==> src/include/exec_macros.svh <==
`ifndef EXEC_MACROS_SVH
`define EXEC_MACROS_SVH

// Data word width
`define EXEC_RW 16

// Status flag count and bit positions inside the flag word
`define EXEC_FLAG_CNT 5
`define EXEC_FLAG_C 0
`define EXEC_FLAG_Z 1
`define EXEC_FLAG_N 2
`define EXEC_FLAG_O 3
`define EXEC_FLAG_P 4

// Jump code width, top bit enables the jump
`define EXEC_JUMP_W 5

`define EXEC_PC_RESET 16'h0000

`endif

==> src/hdl/exec_pkg.sv <==
`include "exec_macros.svh"

package exec_pkg;

    // ALU operation select
    typedef enum logic [3:0] {
        PASS_R = 4'd0,
        ADD    = 4'd1,
        SUB    = 4'd2,
        AND    = 4'd3,
        OR     = 4'd4,
        XOR    = 4'd5,
        SHL    = 4'd6,
        SHR    = 4'd7
    } alu_mode_t;

    // Conditional jump codes, enable bit on top
    typedef enum logic [`EXEC_JUMP_W-1:0] {
        NONE   = 5'b00000,
        UNCOND = 5'b10000,
        CARRY  = 5'b10001,
        EQUAL  = 5'b10010,
        LT     = 5'b10011,
        GT     = 5'b10100,
        LE     = 5'b10101,
        GE     = 5'b10110,
        NE     = 5'b10111,
        OVF    = 5'b11000,
        PAR    = 5'b11001,
        GTU    = 5'b11010,
        GEU    = 5'b11011,
        LEU    = 5'b11100
    } jump_code_t;

    typedef logic [`EXEC_FLAG_CNT-1:0] flags_t;

endpackage

==> src/hdl/exec_alu.sv <==
`timescale 1ns/1ps
`include "exec_macros.svh"

module exec_alu (
    input  logic [`EXEC_RW-1:0] i_l,
    input  logic [`EXEC_RW-1:0] i_r,
    input  exec_pkg::alu_mode_t i_mode,
    input  logic                i_carry,
    output logic [`EXEC_RW-1:0] o_out,
    output exec_pkg::flags_t    o_flags
);

    localparam int SHW = $clog2(`EXEC_RW);
    localparam int MSB = `EXEC_RW - 1;

    logic [`EXEC_RW:0] wide;
    logic [`EXEC_RW:0] shr_tmp;
    logic [SHW-1:0]    shamt;
    logic              carry;
    logic              ovf;

    assign shamt = i_r[SHW-1:0];

    always_comb begin
        wide    = '0;
        shr_tmp = '0;
        carry   = 1'b0;
        ovf     = 1'b0;
        case (i_mode)
            exec_pkg::PASS_R: wide = {1'b0, i_r};
            exec_pkg::ADD: begin
                wide  = {1'b0, i_l} + {1'b0, i_r} + {{`EXEC_RW{1'b0}}, i_carry};
                carry = wide[`EXEC_RW];
                ovf   = (i_l[MSB] == i_r[MSB]) & (wide[MSB] != i_l[MSB]);
            end
            exec_pkg::SUB: begin
                // Carry holds the borrow, so GEU reads as carry clear
                wide  = {1'b0, i_l} - {1'b0, i_r} - {{`EXEC_RW{1'b0}}, i_carry};
                carry = wide[`EXEC_RW];
                ovf   = (i_l[MSB] != i_r[MSB]) & (wide[MSB] != i_l[MSB]);
            end
            exec_pkg::AND: wide = {1'b0, i_l & i_r};
            exec_pkg::OR:  wide = {1'b0, i_l | i_r};
            exec_pkg::XOR: wide = {1'b0, i_l ^ i_r};
            exec_pkg::SHL: begin
                // Last bit shifted out lands in the extra top bit
                wide  = {1'b0, i_l} << shamt;
                carry = wide[`EXEC_RW];
            end
            exec_pkg::SHR: begin
                shr_tmp = {i_l, 1'b0} >> shamt;
                wide    = {1'b0, shr_tmp[`EXEC_RW:1]};
                carry   = shr_tmp[0];
            end
            default: wide = '0;
        endcase
    end

    assign o_out = wide[`EXEC_RW-1:0];

    always_comb begin
        o_flags                = '0;
        o_flags[`EXEC_FLAG_C]  = carry;
        o_flags[`EXEC_FLAG_Z]  = (o_out == '0);
        o_flags[`EXEC_FLAG_N]  = o_out[MSB];
        o_flags[`EXEC_FLAG_O]  = ovf;
        // Set for an even number of ones
        o_flags[`EXEC_FLAG_P]  = ~^o_out;
    end

endmodule

==> src/hdl/exec_branch_unit.sv <==
`timescale 1ns/1ps
`include "exec_macros.svh"

module exec_branch_unit (
    input  logic                   i_clk,
    input  logic                   i_rst,
    input  logic                   i_exec_fire,
    input  logic [`EXEC_RW-1:0]    i_alu_out,
    input  exec_pkg::flags_t       i_alu_flags,
    input  logic                   i_flags_ie,
    input  logic                   i_pc_inc,
    input  logic                   i_pc_ie,
    input  logic                   i_jmp_predict,
    input  exec_pkg::jump_code_t   i_jump_code,
    output exec_pkg::flags_t       o_flags_q,
    output logic [`EXEC_RW-1:0]    o_pc,
    output logic                   o_flush
);

    logic jump_valid;
    logic jump_taken;
    logic flag_c, flag_z, flag_n, flag_o, flag_p;

    assign flag_c = o_flags_q[`EXEC_FLAG_C];
    assign flag_z = o_flags_q[`EXEC_FLAG_Z];
    assign flag_n = o_flags_q[`EXEC_FLAG_N];
    assign flag_o = o_flags_q[`EXEC_FLAG_O];
    assign flag_p = o_flags_q[`EXEC_FLAG_P];

    assign jump_valid = i_jump_code[`EXEC_JUMP_W-1];

    // Condition evaluated against flags stored by earlier instructions
    always_comb begin
        case (i_jump_code)
            exec_pkg::UNCOND: jump_taken = 1'b1;
            exec_pkg::CARRY:  jump_taken = flag_c;
            exec_pkg::EQUAL:  jump_taken = flag_z;
            exec_pkg::LT:     jump_taken = flag_n;
            exec_pkg::GT:     jump_taken = ~(flag_n | flag_z);
            exec_pkg::LE:     jump_taken = flag_n | flag_z;
            exec_pkg::GE:     jump_taken = ~flag_n;
            exec_pkg::NE:     jump_taken = ~flag_z;
            exec_pkg::OVF:    jump_taken = flag_o;
            exec_pkg::PAR:    jump_taken = flag_p;
            exec_pkg::GTU:    jump_taken = ~(flag_c | flag_z);
            exec_pkg::GEU:    jump_taken = ~flag_c;
            exec_pkg::LEU:    jump_taken = flag_c | flag_z;
            default:          jump_taken = 1'b0;
        endcase
    end

    always_ff @(posedge i_clk) begin
        if (i_rst) begin
            o_flags_q <= '0;
        end else if (i_exec_fire & i_flags_ie) begin
            o_flags_q <= i_alu_flags;
        end
    end

    // Jump target comes from the ALU result
    always_ff @(posedge i_clk) begin
        if (i_rst) begin
            o_pc <= `EXEC_PC_RESET;
        end else if (i_exec_fire) begin
            if ((jump_valid & jump_taken) | i_pc_ie) begin
                o_pc <= i_alu_out;
            end else if ((jump_valid & ~jump_taken) | i_pc_inc) begin
                o_pc <= o_pc + 1'b1;
            end
        end
    end

    // Fetch guessed wrong, or PC was written directly
    always_ff @(posedge i_clk) begin
        if (i_rst) begin
            o_flush <= 1'b0;
        end else begin
            o_flush <= i_exec_fire & ((jump_valid & (jump_taken ^ i_jmp_predict)) | i_pc_ie);
        end
    end

endmodule

==> src/hdl/exec_pipe_ctrl.sv <==
`timescale 1ns/1ps
`include "exec_macros.svh"

module exec_pipe_ctrl (
    input  logic                i_clk,
    input  logic                i_rst,
    input  logic                i_submit,
    input  logic                i_flush,
    input  logic                i_next_ready,
    input  logic [`EXEC_RW-1:0] i_result,
    input  logic [7:0]          i_rf_ie,
    output logic                o_ready,
    output logic                o_exec_fire,
    output logic [`EXEC_RW-1:0] o_data,
    output logic [7:0]          o_reg_ie,
    output logic                o_submit
);

    logic in_valid;
    logic hold_valid;
    logic instr_valid;

    // A flushed instruction is dropped without execution
    assign in_valid    = i_submit & ~i_flush;
    assign instr_valid = in_valid | (hold_valid & ~i_submit & ~i_flush);
    assign o_exec_fire = i_next_ready & instr_valid;

    // Ready when idle or when the current one leaves this cycle
    assign o_ready = o_exec_fire | ~instr_valid;

    // Remembers an instruction stalled by the next stage
    always_ff @(posedge i_clk) begin
        if (i_rst) begin
            hold_valid <= 1'b0;
        end else if (i_flush | o_exec_fire) begin
            hold_valid <= 1'b0;
        end else if (in_valid) begin
            hold_valid <= 1'b1;
        end
    end

    always_ff @(posedge i_clk) begin
        if (i_rst) begin
            o_submit <= 1'b0;
        end else begin
            o_submit <= o_exec_fire;
        end
    end

    // Result and destination mask toward the next stage
    always_ff @(posedge i_clk) begin
        if (o_exec_fire) begin
            o_data   <= i_result;
            o_reg_ie <= i_rf_ie;
        end
    end

endmodule

==> src/hdl/exec_stage.sv <==
`timescale 1ns/1ps
`include "exec_macros.svh"

module exec_stage (
    input  logic                 i_clk,
    input  logic                 i_rst,
    input  logic                 i_submit,
    input  logic                 i_flush,
    input  logic                 i_next_ready,
    input  logic [`EXEC_RW-1:0]  i_l_operand,
    input  logic [`EXEC_RW-1:0]  i_r_operand,
    input  logic [`EXEC_RW-1:0]  i_imm,
    input  logic                 c_r_bus_imm,
    input  logic                 c_alu_carry_en,
    input  logic                 c_alu_flags_ie,
    input  logic                 c_pc_inc,
    input  logic                 c_pc_ie,
    input  logic                 i_jmp_predict,
    input  exec_pkg::alu_mode_t  c_alu_mode,
    input  exec_pkg::jump_code_t c_jump_code,
    input  logic [7:0]           c_rf_ie,
    output logic                 o_ready,
    output logic                 o_submit,
    output logic [`EXEC_RW-1:0]  o_data,
    output logic [7:0]           o_reg_ie,
    output logic                 o_flush,
    output logic                 o_pc_update,
    output logic [`EXEC_RW-1:0]  o_exec_pc
);

    logic [`EXEC_RW-1:0] alu_r_bus;
    logic [`EXEC_RW-1:0] alu_out;
    logic                alu_carry_in;
    exec_pkg::flags_t    alu_flags;
    exec_pkg::flags_t    flags_q;
    logic                exec_fire;

    // Right operand is either the register value or the immediate
    assign alu_r_bus    = c_r_bus_imm ? i_imm : i_r_operand;
    assign alu_carry_in = flags_q[`EXEC_FLAG_C] & c_alu_carry_en;

    // Fetch sees the PC before this cycle's update
    assign o_pc_update = exec_fire;

    exec_alu u_alu (
        .i_l     (i_l_operand),
        .i_r     (alu_r_bus),
        .i_mode  (c_alu_mode),
        .i_carry (alu_carry_in),
        .o_out   (alu_out),
        .o_flags (alu_flags)
    );

    exec_branch_unit u_branch (
        .i_clk         (i_clk),
        .i_rst         (i_rst),
        .i_exec_fire   (exec_fire),
        .i_alu_out     (alu_out),
        .i_alu_flags   (alu_flags),
        .i_flags_ie    (c_alu_flags_ie),
        .i_pc_inc      (c_pc_inc),
        .i_pc_ie       (c_pc_ie),
        .i_jmp_predict (i_jmp_predict),
        .i_jump_code   (c_jump_code),
        .o_flags_q     (flags_q),
        .o_pc          (o_exec_pc),
        .o_flush       (o_flush)
    );

    exec_pipe_ctrl u_pipe (
        .i_clk        (i_clk),
        .i_rst        (i_rst),
        .i_submit     (i_submit),
        .i_flush      (i_flush),
        .i_next_ready (i_next_ready),
        .i_result     (alu_out),
        .i_rf_ie      (c_rf_ie),
        .o_ready      (o_ready),
        .o_exec_fire  (exec_fire),
        .o_data       (o_data),
        .o_reg_ie     (o_reg_ie),
        .o_submit     (o_submit)
    );

endmodule

==> config.mk <==
export PLATFORM = sky130hd
export DESIGN_NAME = exec_stage
export DESIGN_NICKNAME = d
export VERILOG_FILES = /design/src/hdl/exec_pkg.sv /design/src/hdl/exec_alu.sv /design/src/hdl/exec_branch_unit.sv /design/src/hdl/exec_pipe_ctrl.sv /design/src/hdl/exec_stage.sv
export VERILOG_INCLUDE_DIRS = /design/src /design/src/include
export SDC_FILE = /design/constraint.sdc
export NUM_CORES = 1
export LEC_CHECK = 0
export BUFFER_PORTS_ARGS = -buffer_cell sky130_fd_sc_hd__buf_2
export CAP_MARGIN = 25
export CORE_ASPECT_RATIO = 0.8
export CORE_MARGIN = 4
export CORE_UTILIZATION = 58
export CTS_BUF_LIST = sky130_fd_sc_hd__clkbuf_8
export DETAILED_ROUTE_END_ITERATION = 12
export PLACE_DENSITY = 0.89
export SYNTH_ARGS = -nofsm -noshare
export SYNTH_HDL_FRONTEND = slang
export SYNTH_HIERARCHICAL = 1
export SYNTH_SLANG_ARGS = --single-unit
==> constraint.sdc <==
create_clock -name i_clk -period 5.02 [get_ports i_clk]
set_input_delay 0.502 -clock i_clk [delete_from_list [all_inputs] [get_ports i_clk]]
set_output_delay 0.502 -clock i_clk [all_outputs]
set_load 0.03 [all_outputs]
* After elaboration in Yosys (flattened, before gate mapping)
Index checks and enable logic that the tools add are counted.
Widths: inputs -> output; s select.
** Storage, ports and cells
- Input bits :: 76
- Output and inout port bits :: 44
- Bits in registers :: 48
** Cells by class
- Multiplexer cells :: 7
- $add $sub $neg :: 5
- Equality and inequality tests :: 24
- Reduce and logical (&&, ||, !) cells :: 6
- Shifts and indexed selects :: 2
- Bitwise operators :: 33
** Operators with widths (count)
- $pmux 16 s8 :: 1
- $eq 5x5->1 const B :: 13
- $mux 16 :: 3
- $add 16x16->17 :: 1
- $add 17x1->17 :: 1
- $shl 16x4->17 :: 1
- $shr 17x4->17 :: 1
- $sub 16x16->17 :: 1
- $sub 17x1->17 :: 1
- $add 16x1->16 const B :: 1
- $and 16x16->16 :: 1
- $eq 4x3->1 const B :: 4
- $logic_not 16->1 :: 1
- $or 16x16->16 :: 1
- $reduce_xnor 16->1 :: 1
- $xor 16x16->16 :: 1
- $pmux 1 s13 :: 1
- $and 1x1->1 :: 12
- $not 1->1 :: 9
- $eq 4x2->1 const B :: 2
- $or 1x1->1 :: 8
- $eq 4x1->1 const B :: 1
- $logic_not 4->1 :: 1
- $pmux 1 s4 :: 1
- other kinds (7) :: 9

* Logic depth before layout (Yosys ltp)
- Depth after elaboration :: 8
- Mapped depth :: 20

* Modules after synthesis
The synthesis kept the hierarchy.
** By module, submodules not included
- exec_alu :: cells each 673, instances 1, area each 4658.2 um2
- exec_branch_unit :: cells each 184, instances 1, area each 1516.5 um2
- exec_pipe_ctrl :: cells each 31, instances 1, area each 793.3 um2
- exec_stage :: cells each 19, instances 1, area each 255.2 um2

* Least setup slack after synthesis
No wires, ideal clock.
- Path kind :: input-to-reg
- Start :: input c_r_bus_imm
- End :: register u_branch.o_flags_q[4]
- Slack :: 513 ps
- Library setup time :: 71 ps
- Data required time :: 4949 ps
- Arrival time :: 4436 ps
- Stages on the path :: 20
- Path buffers :: 3
- Cells stage by stage :: buf_6 -> mux2_2 -> buf_6 -> inv_2 -> buf_2 -> fa_1 -> fa_1 -> o211ai_1 -> nand3_1 -> o311a_1 -> a31o_2 -> a31oi_1 -> xnor2_1 -> a221oi_1 -> ha_1 -> xnor2_1 -> xnor2_1 -> xnor2_1 -> nand3_1 -> a21oi_1
** Between the ends
- Word-level cells in the longest chain between the ends :: 5
** RTL lines
- start, declared :: RTL line exec_stage.sv:13 : input logic c_r_bus_imm,
- $mux 16 (*) :: RTL line exec_stage.sv:39 : assign alu_r_bus = c_r_bus_imm ? i_imm : i_r_operand;
- net alu_r_bus[0] :: RTL line exec_stage.sv:31 : logic [`EXEC_RW-1:0] alu_r_bus;
- $sub 16x16->17 or $add 16x16->17 (tied branches) :: RTL line exec_alu.sv:38, exec_alu.sv:32
- $sub 17x1->17 or $add 17x1->17 (tied branches) :: RTL line exec_alu.sv:38, exec_alu.sv:32
- $pmux 16 s8 (*) :: RTL line exec_alu.sv:29 : case (i_mode)
- $reduce_xnor 16->1 (*) :: RTL line exec_alu.sv:68 : o_flags[`EXEC_FLAG_P] = ~^o_out;
- net alu_flags[4] :: RTL line exec_stage.sv:34 : exec_pkg::flags_t alu_flags;
- end signal, assigned :: RTL line exec_branch_unit.sv:56 : o_flags_q <= i_alu_flags;
- end, declared :: RTL line exec_branch_unit.sv:15 : output exec_pkg::flags_t o_flags_q,
The timed path passes the listed nets; every way through them passes the cells marked *.
A chain may end at the register's enable or synchronous reset.

* Worst setup path after layout
Same ends and word-level chain as after synthesis.

==> run_results.csv <==
group,metric,value,unit
run_status,status,"complete, no violations",
detailed_routing,drt.antenna.violating_nets,0,
grt,grt_max_degree,39,
min_path,worstHoldStart,"c_rf_ie[2]",
synth,synthFlopType,"edfxtp_1",
critical_path,crit_path_end_kind,"flop",
sta,setup_ws,0.597,ns
detailed_routing,drcViolationCount,0,
clocking,cts_resized,0,
final_layout,regArea,0.00120,sq mm
sta,min_period_over_period,88.1,%
critical_path,cp.required,5.26,ns
final_layout,antennaDiodeCount,0,
sta,skew,0.00914,ns
final_layout,final_core_util,65.4,%
grt,grt-ovfl-total,0,
critical_path,r2r-start,"u_branch/o_flags_q[0]",
grt,track_usage,33.0,%
detailed_routing,avgViaCountPerCell,6.66,
synth,ys_seq_elements,48,
synth,syn_area_per_cell,7.96,sq um
critical_path,reg2regPathDepth,17,
critical_path,worst-path-stages,18,
synth,syn-num-nets,1059,
synth,synth_cell_type_count,88,
placed_design,gp_routability_congestion,1.02,
grt,use_met2,48.6,%
clocking,cts_buffers,5,
clocking,clkTransAtPathRegs,0.09,ns
floorplanning,io_pins,120,
critical_path,crit_top_cell,"xnor2_1",
detailed_routing,drt_first_pass_iters,7,
grt,antenna_found_initial,0,
placed_design,portBuffers,119,
final_layout,fill_cells,1033,
floorplanning,coreArea,0.0122,sq mm
synth,synth-edff-count,24,
sta,worstMarginPinSlew,0.959,ns
pwr,p_leak,3.48,nW
clocking,cts_setup_buffers,0,
grt,grt_pass1_vias,6933,
floorplanning,fp.dieH,108,um
floorplanning,rows,36,
min_path,whs_path_depth,1,
detailed_routing,vias,7671,
critical_path,slowest_stage,"fa_1",
critical_path,worstPathCellList,"buf_2 > mux2_2 > fa_1 > inv_1 > ha_1 > o21ai_0 > a211o_1 > a21oi_1 > o41ai_1 > xor2_1 > nor2_1 > a211oi_1 > ha_1 > xnor2_1 > xnor2_1 > xnor2_1 > nand3_1 > a21oi_1",
grt,grt_pass1_wl,38000,um
sta,max_slew_margin,35.6,%
flow_run,cap_viol_max_count,0,
placed_design,place_hpwl,19100,um
sta,finalSetupViolations,0,
sta,whs,0.364,ns
synth,ys_seq_area_share,16.6,%
final_layout,layout_commonest_cell,"buf_2",
critical_path,max_stage_delay,0.54,ns
grt,grt_util_met1,47.9,%
placed_design,place_ws,0.391,ns
final_layout,syn_to_final_growth,10.1,%
synth,async_flop_share,0,%
sta,finalMaxSlewViolations,0,
clocking,cts_max_level,2,
critical_path,critPathTopFamily,"compound AO/OA/AOI/OAI gates",
pwr,ir_drop,130,uV
final_layout,most-common-layout-cells,"buf_2, nor2_1, ha_1",
clocking,cts_buffer_depth,2,
critical_path,critPathKind,"in -> reg",
clocking,insertion_delay,0.31,ns
sta,hold_viol_final,0,
sta,rsz0062_at_grt,"false",
critical_path,cp.arrival,4.67,ns
synth,yosysWarnings,6,
floorplanning,initial_core_util,59.4,%
clocking,cts_tree,"yes",
floorplanning,die_x,133,um
detailed_routing,drt-initial-drc-count,1178,
floorplanning,die_area,0.0143,sq mm
critical_path,crit_start,"c_r_bus_imm",
grt,grt_busiest_layer,"met2",
pwr,p_per_area,205,mW/mm^2
synth,syn_inst,907,
synth,syn_area,0.00722,sq mm
final_layout,final_nets,1150,
final_layout,multi_input_area,0.00550,sq mm
clocking,numClockSinks,48,
critical_path,worst-path-max-fanout,5,
critical_path,critical_path_buf_inv_count,2,
sta,min_period,4.42,ns
grt,grt.met3_usage,9.44,%
detailed_routing,routedWlPerCell,21.0,um
critical_path,start_kind,"input pin",
detailed_routing,wl,24200,um
sta,fmax,226,MHz
final_layout,drive_above_1_share,19.4,%
min_path,hp-class,"in -> reg",
clocking,root_buffer,"clkbuf_8",
pwr,power,1.63,mW
sta,setup_tns,0,ns
clocking,cts_hold_buf,0,
==> state kept, by name, indices dropped and copies added (netlist names) <==
register,count
u_pipe/o_submit,1
u_branch/o_flush,1
u_pipe/hold_valid,1
u_pipe/o_data,16
u_pipe/o_reg_ie,8
u_branch/o_flags_q,5
u_branch/o_pc,16
==> final timing paths <==
kind	endpoint	slack, ns
setup / recovery	u_branch/o_flags_q[4]	0.60
hold reg to reg	u_branch/o_flags_q[3]	0.46
hold / removal	u_pipe/o_reg_ie[2]	0.36
setup reg to reg	u_branch/o_flags_q[4]	0.65
==> cell usage after synthesis, types with 12 or more instances <==
| cell | n | area (sq um) |
|---|---|---|
| nand3_1 | 31 | 155 |
| nor2_1 | 102 | 383 |
| xnor2_1 | 21 | 184 |
| inv_1 | 68 | 255 |
| o21ai_0 | 25 | 125 |
| buf_2 | 14 | 70.1 |
| a21oi_1 | 71 | 355 |
| clkbuf_1 | 23 | 86.3 |
| nor2b_1 | 12 | 75.1 |
| dfxtp_1 | 24 | 480 |
| nor3_1 | 26 | 130 |
| nand2_1 | 70 | 263 |
| nand2b_1 | 14 | 87.6 |
| edfxtp_1 | 24 | 721 |
| mux2i_1 | 32 | 320 |
| a22oi_1 | 15 | 113 |
| ha_1 | 72 | 901 |
| a211oi_1 | 12 | 90.1 |
==> metrics by stage <==
step           area, sq um  std cells
3_5_place_dp          7850       1142
2_1_floorplan         7220        907
4_1_cts               7950       1150
6_report              7950       1151
3_3_place_gp          7850       1142
5_1_grt               7950       1151
==> power breakdown <==
| part | switching, mW | total (mW) | internal (mW) | leakage, nW |
|---|---|---|---|---|
| Clock | 0.133 | 0.244 | 0.111 | 0.0526 |
| Combinational | 0.575 | 0.950 | 0.375 | 3.00 |
| Sequential | 0.00710 | 0.435 | 0.428 | 0.428 |
==> worst reg2reg max path, cell delays in order, from the launching register on <==
cell      delay, ns
dfxtp_1        0.44
and2_1         0.31
inv_1          0.09
fa_1           0.41
fa_1           0.48
o211ai_1       0.29
nand3_1        0.13
o311a_1        0.20
a31o_2         0.30
a31oi_1        0.20
xnor2_1        0.13
a221oi_1       0.32
ha_1           0.29
xnor2_1        0.18
xnor2_1        0.16
xnor2_1        0.14
nand3_1        0.09
a21oi_1        0.14
==> layout make-up <==
cell class / instances / area share (%)
Clock buffer: 6 / 1.04
Timing Repair Buffer: 134 / 8.90
Inverter: 70 / 3.30
Multi-Input combinational cell: 739 / 69.1
Tap cell: 152 / 2.39
Sequential cell: 48 / 15.1
Clock inverter: 2 / 0.157
==> cells by family after synthesis <==
family	after synthesis	synth area share, %
muxes	63	12.4
and+or+nand+nor	323	21.7
xor gates and xnor gates	28	3.40
AOI/OAI and AO/OA	249	24.8
adders and majority gates	76	13.6
DFF	48	16.6
buffers and inverters	120	7.43
==> layer usage <==
layer	vias up	part of all wire, %
met2	543	41
met1	3547	42
met4	0	2.6
met3	54	14
met5	-	0
li1	3527	-
(Power assumes the default switching activity.)
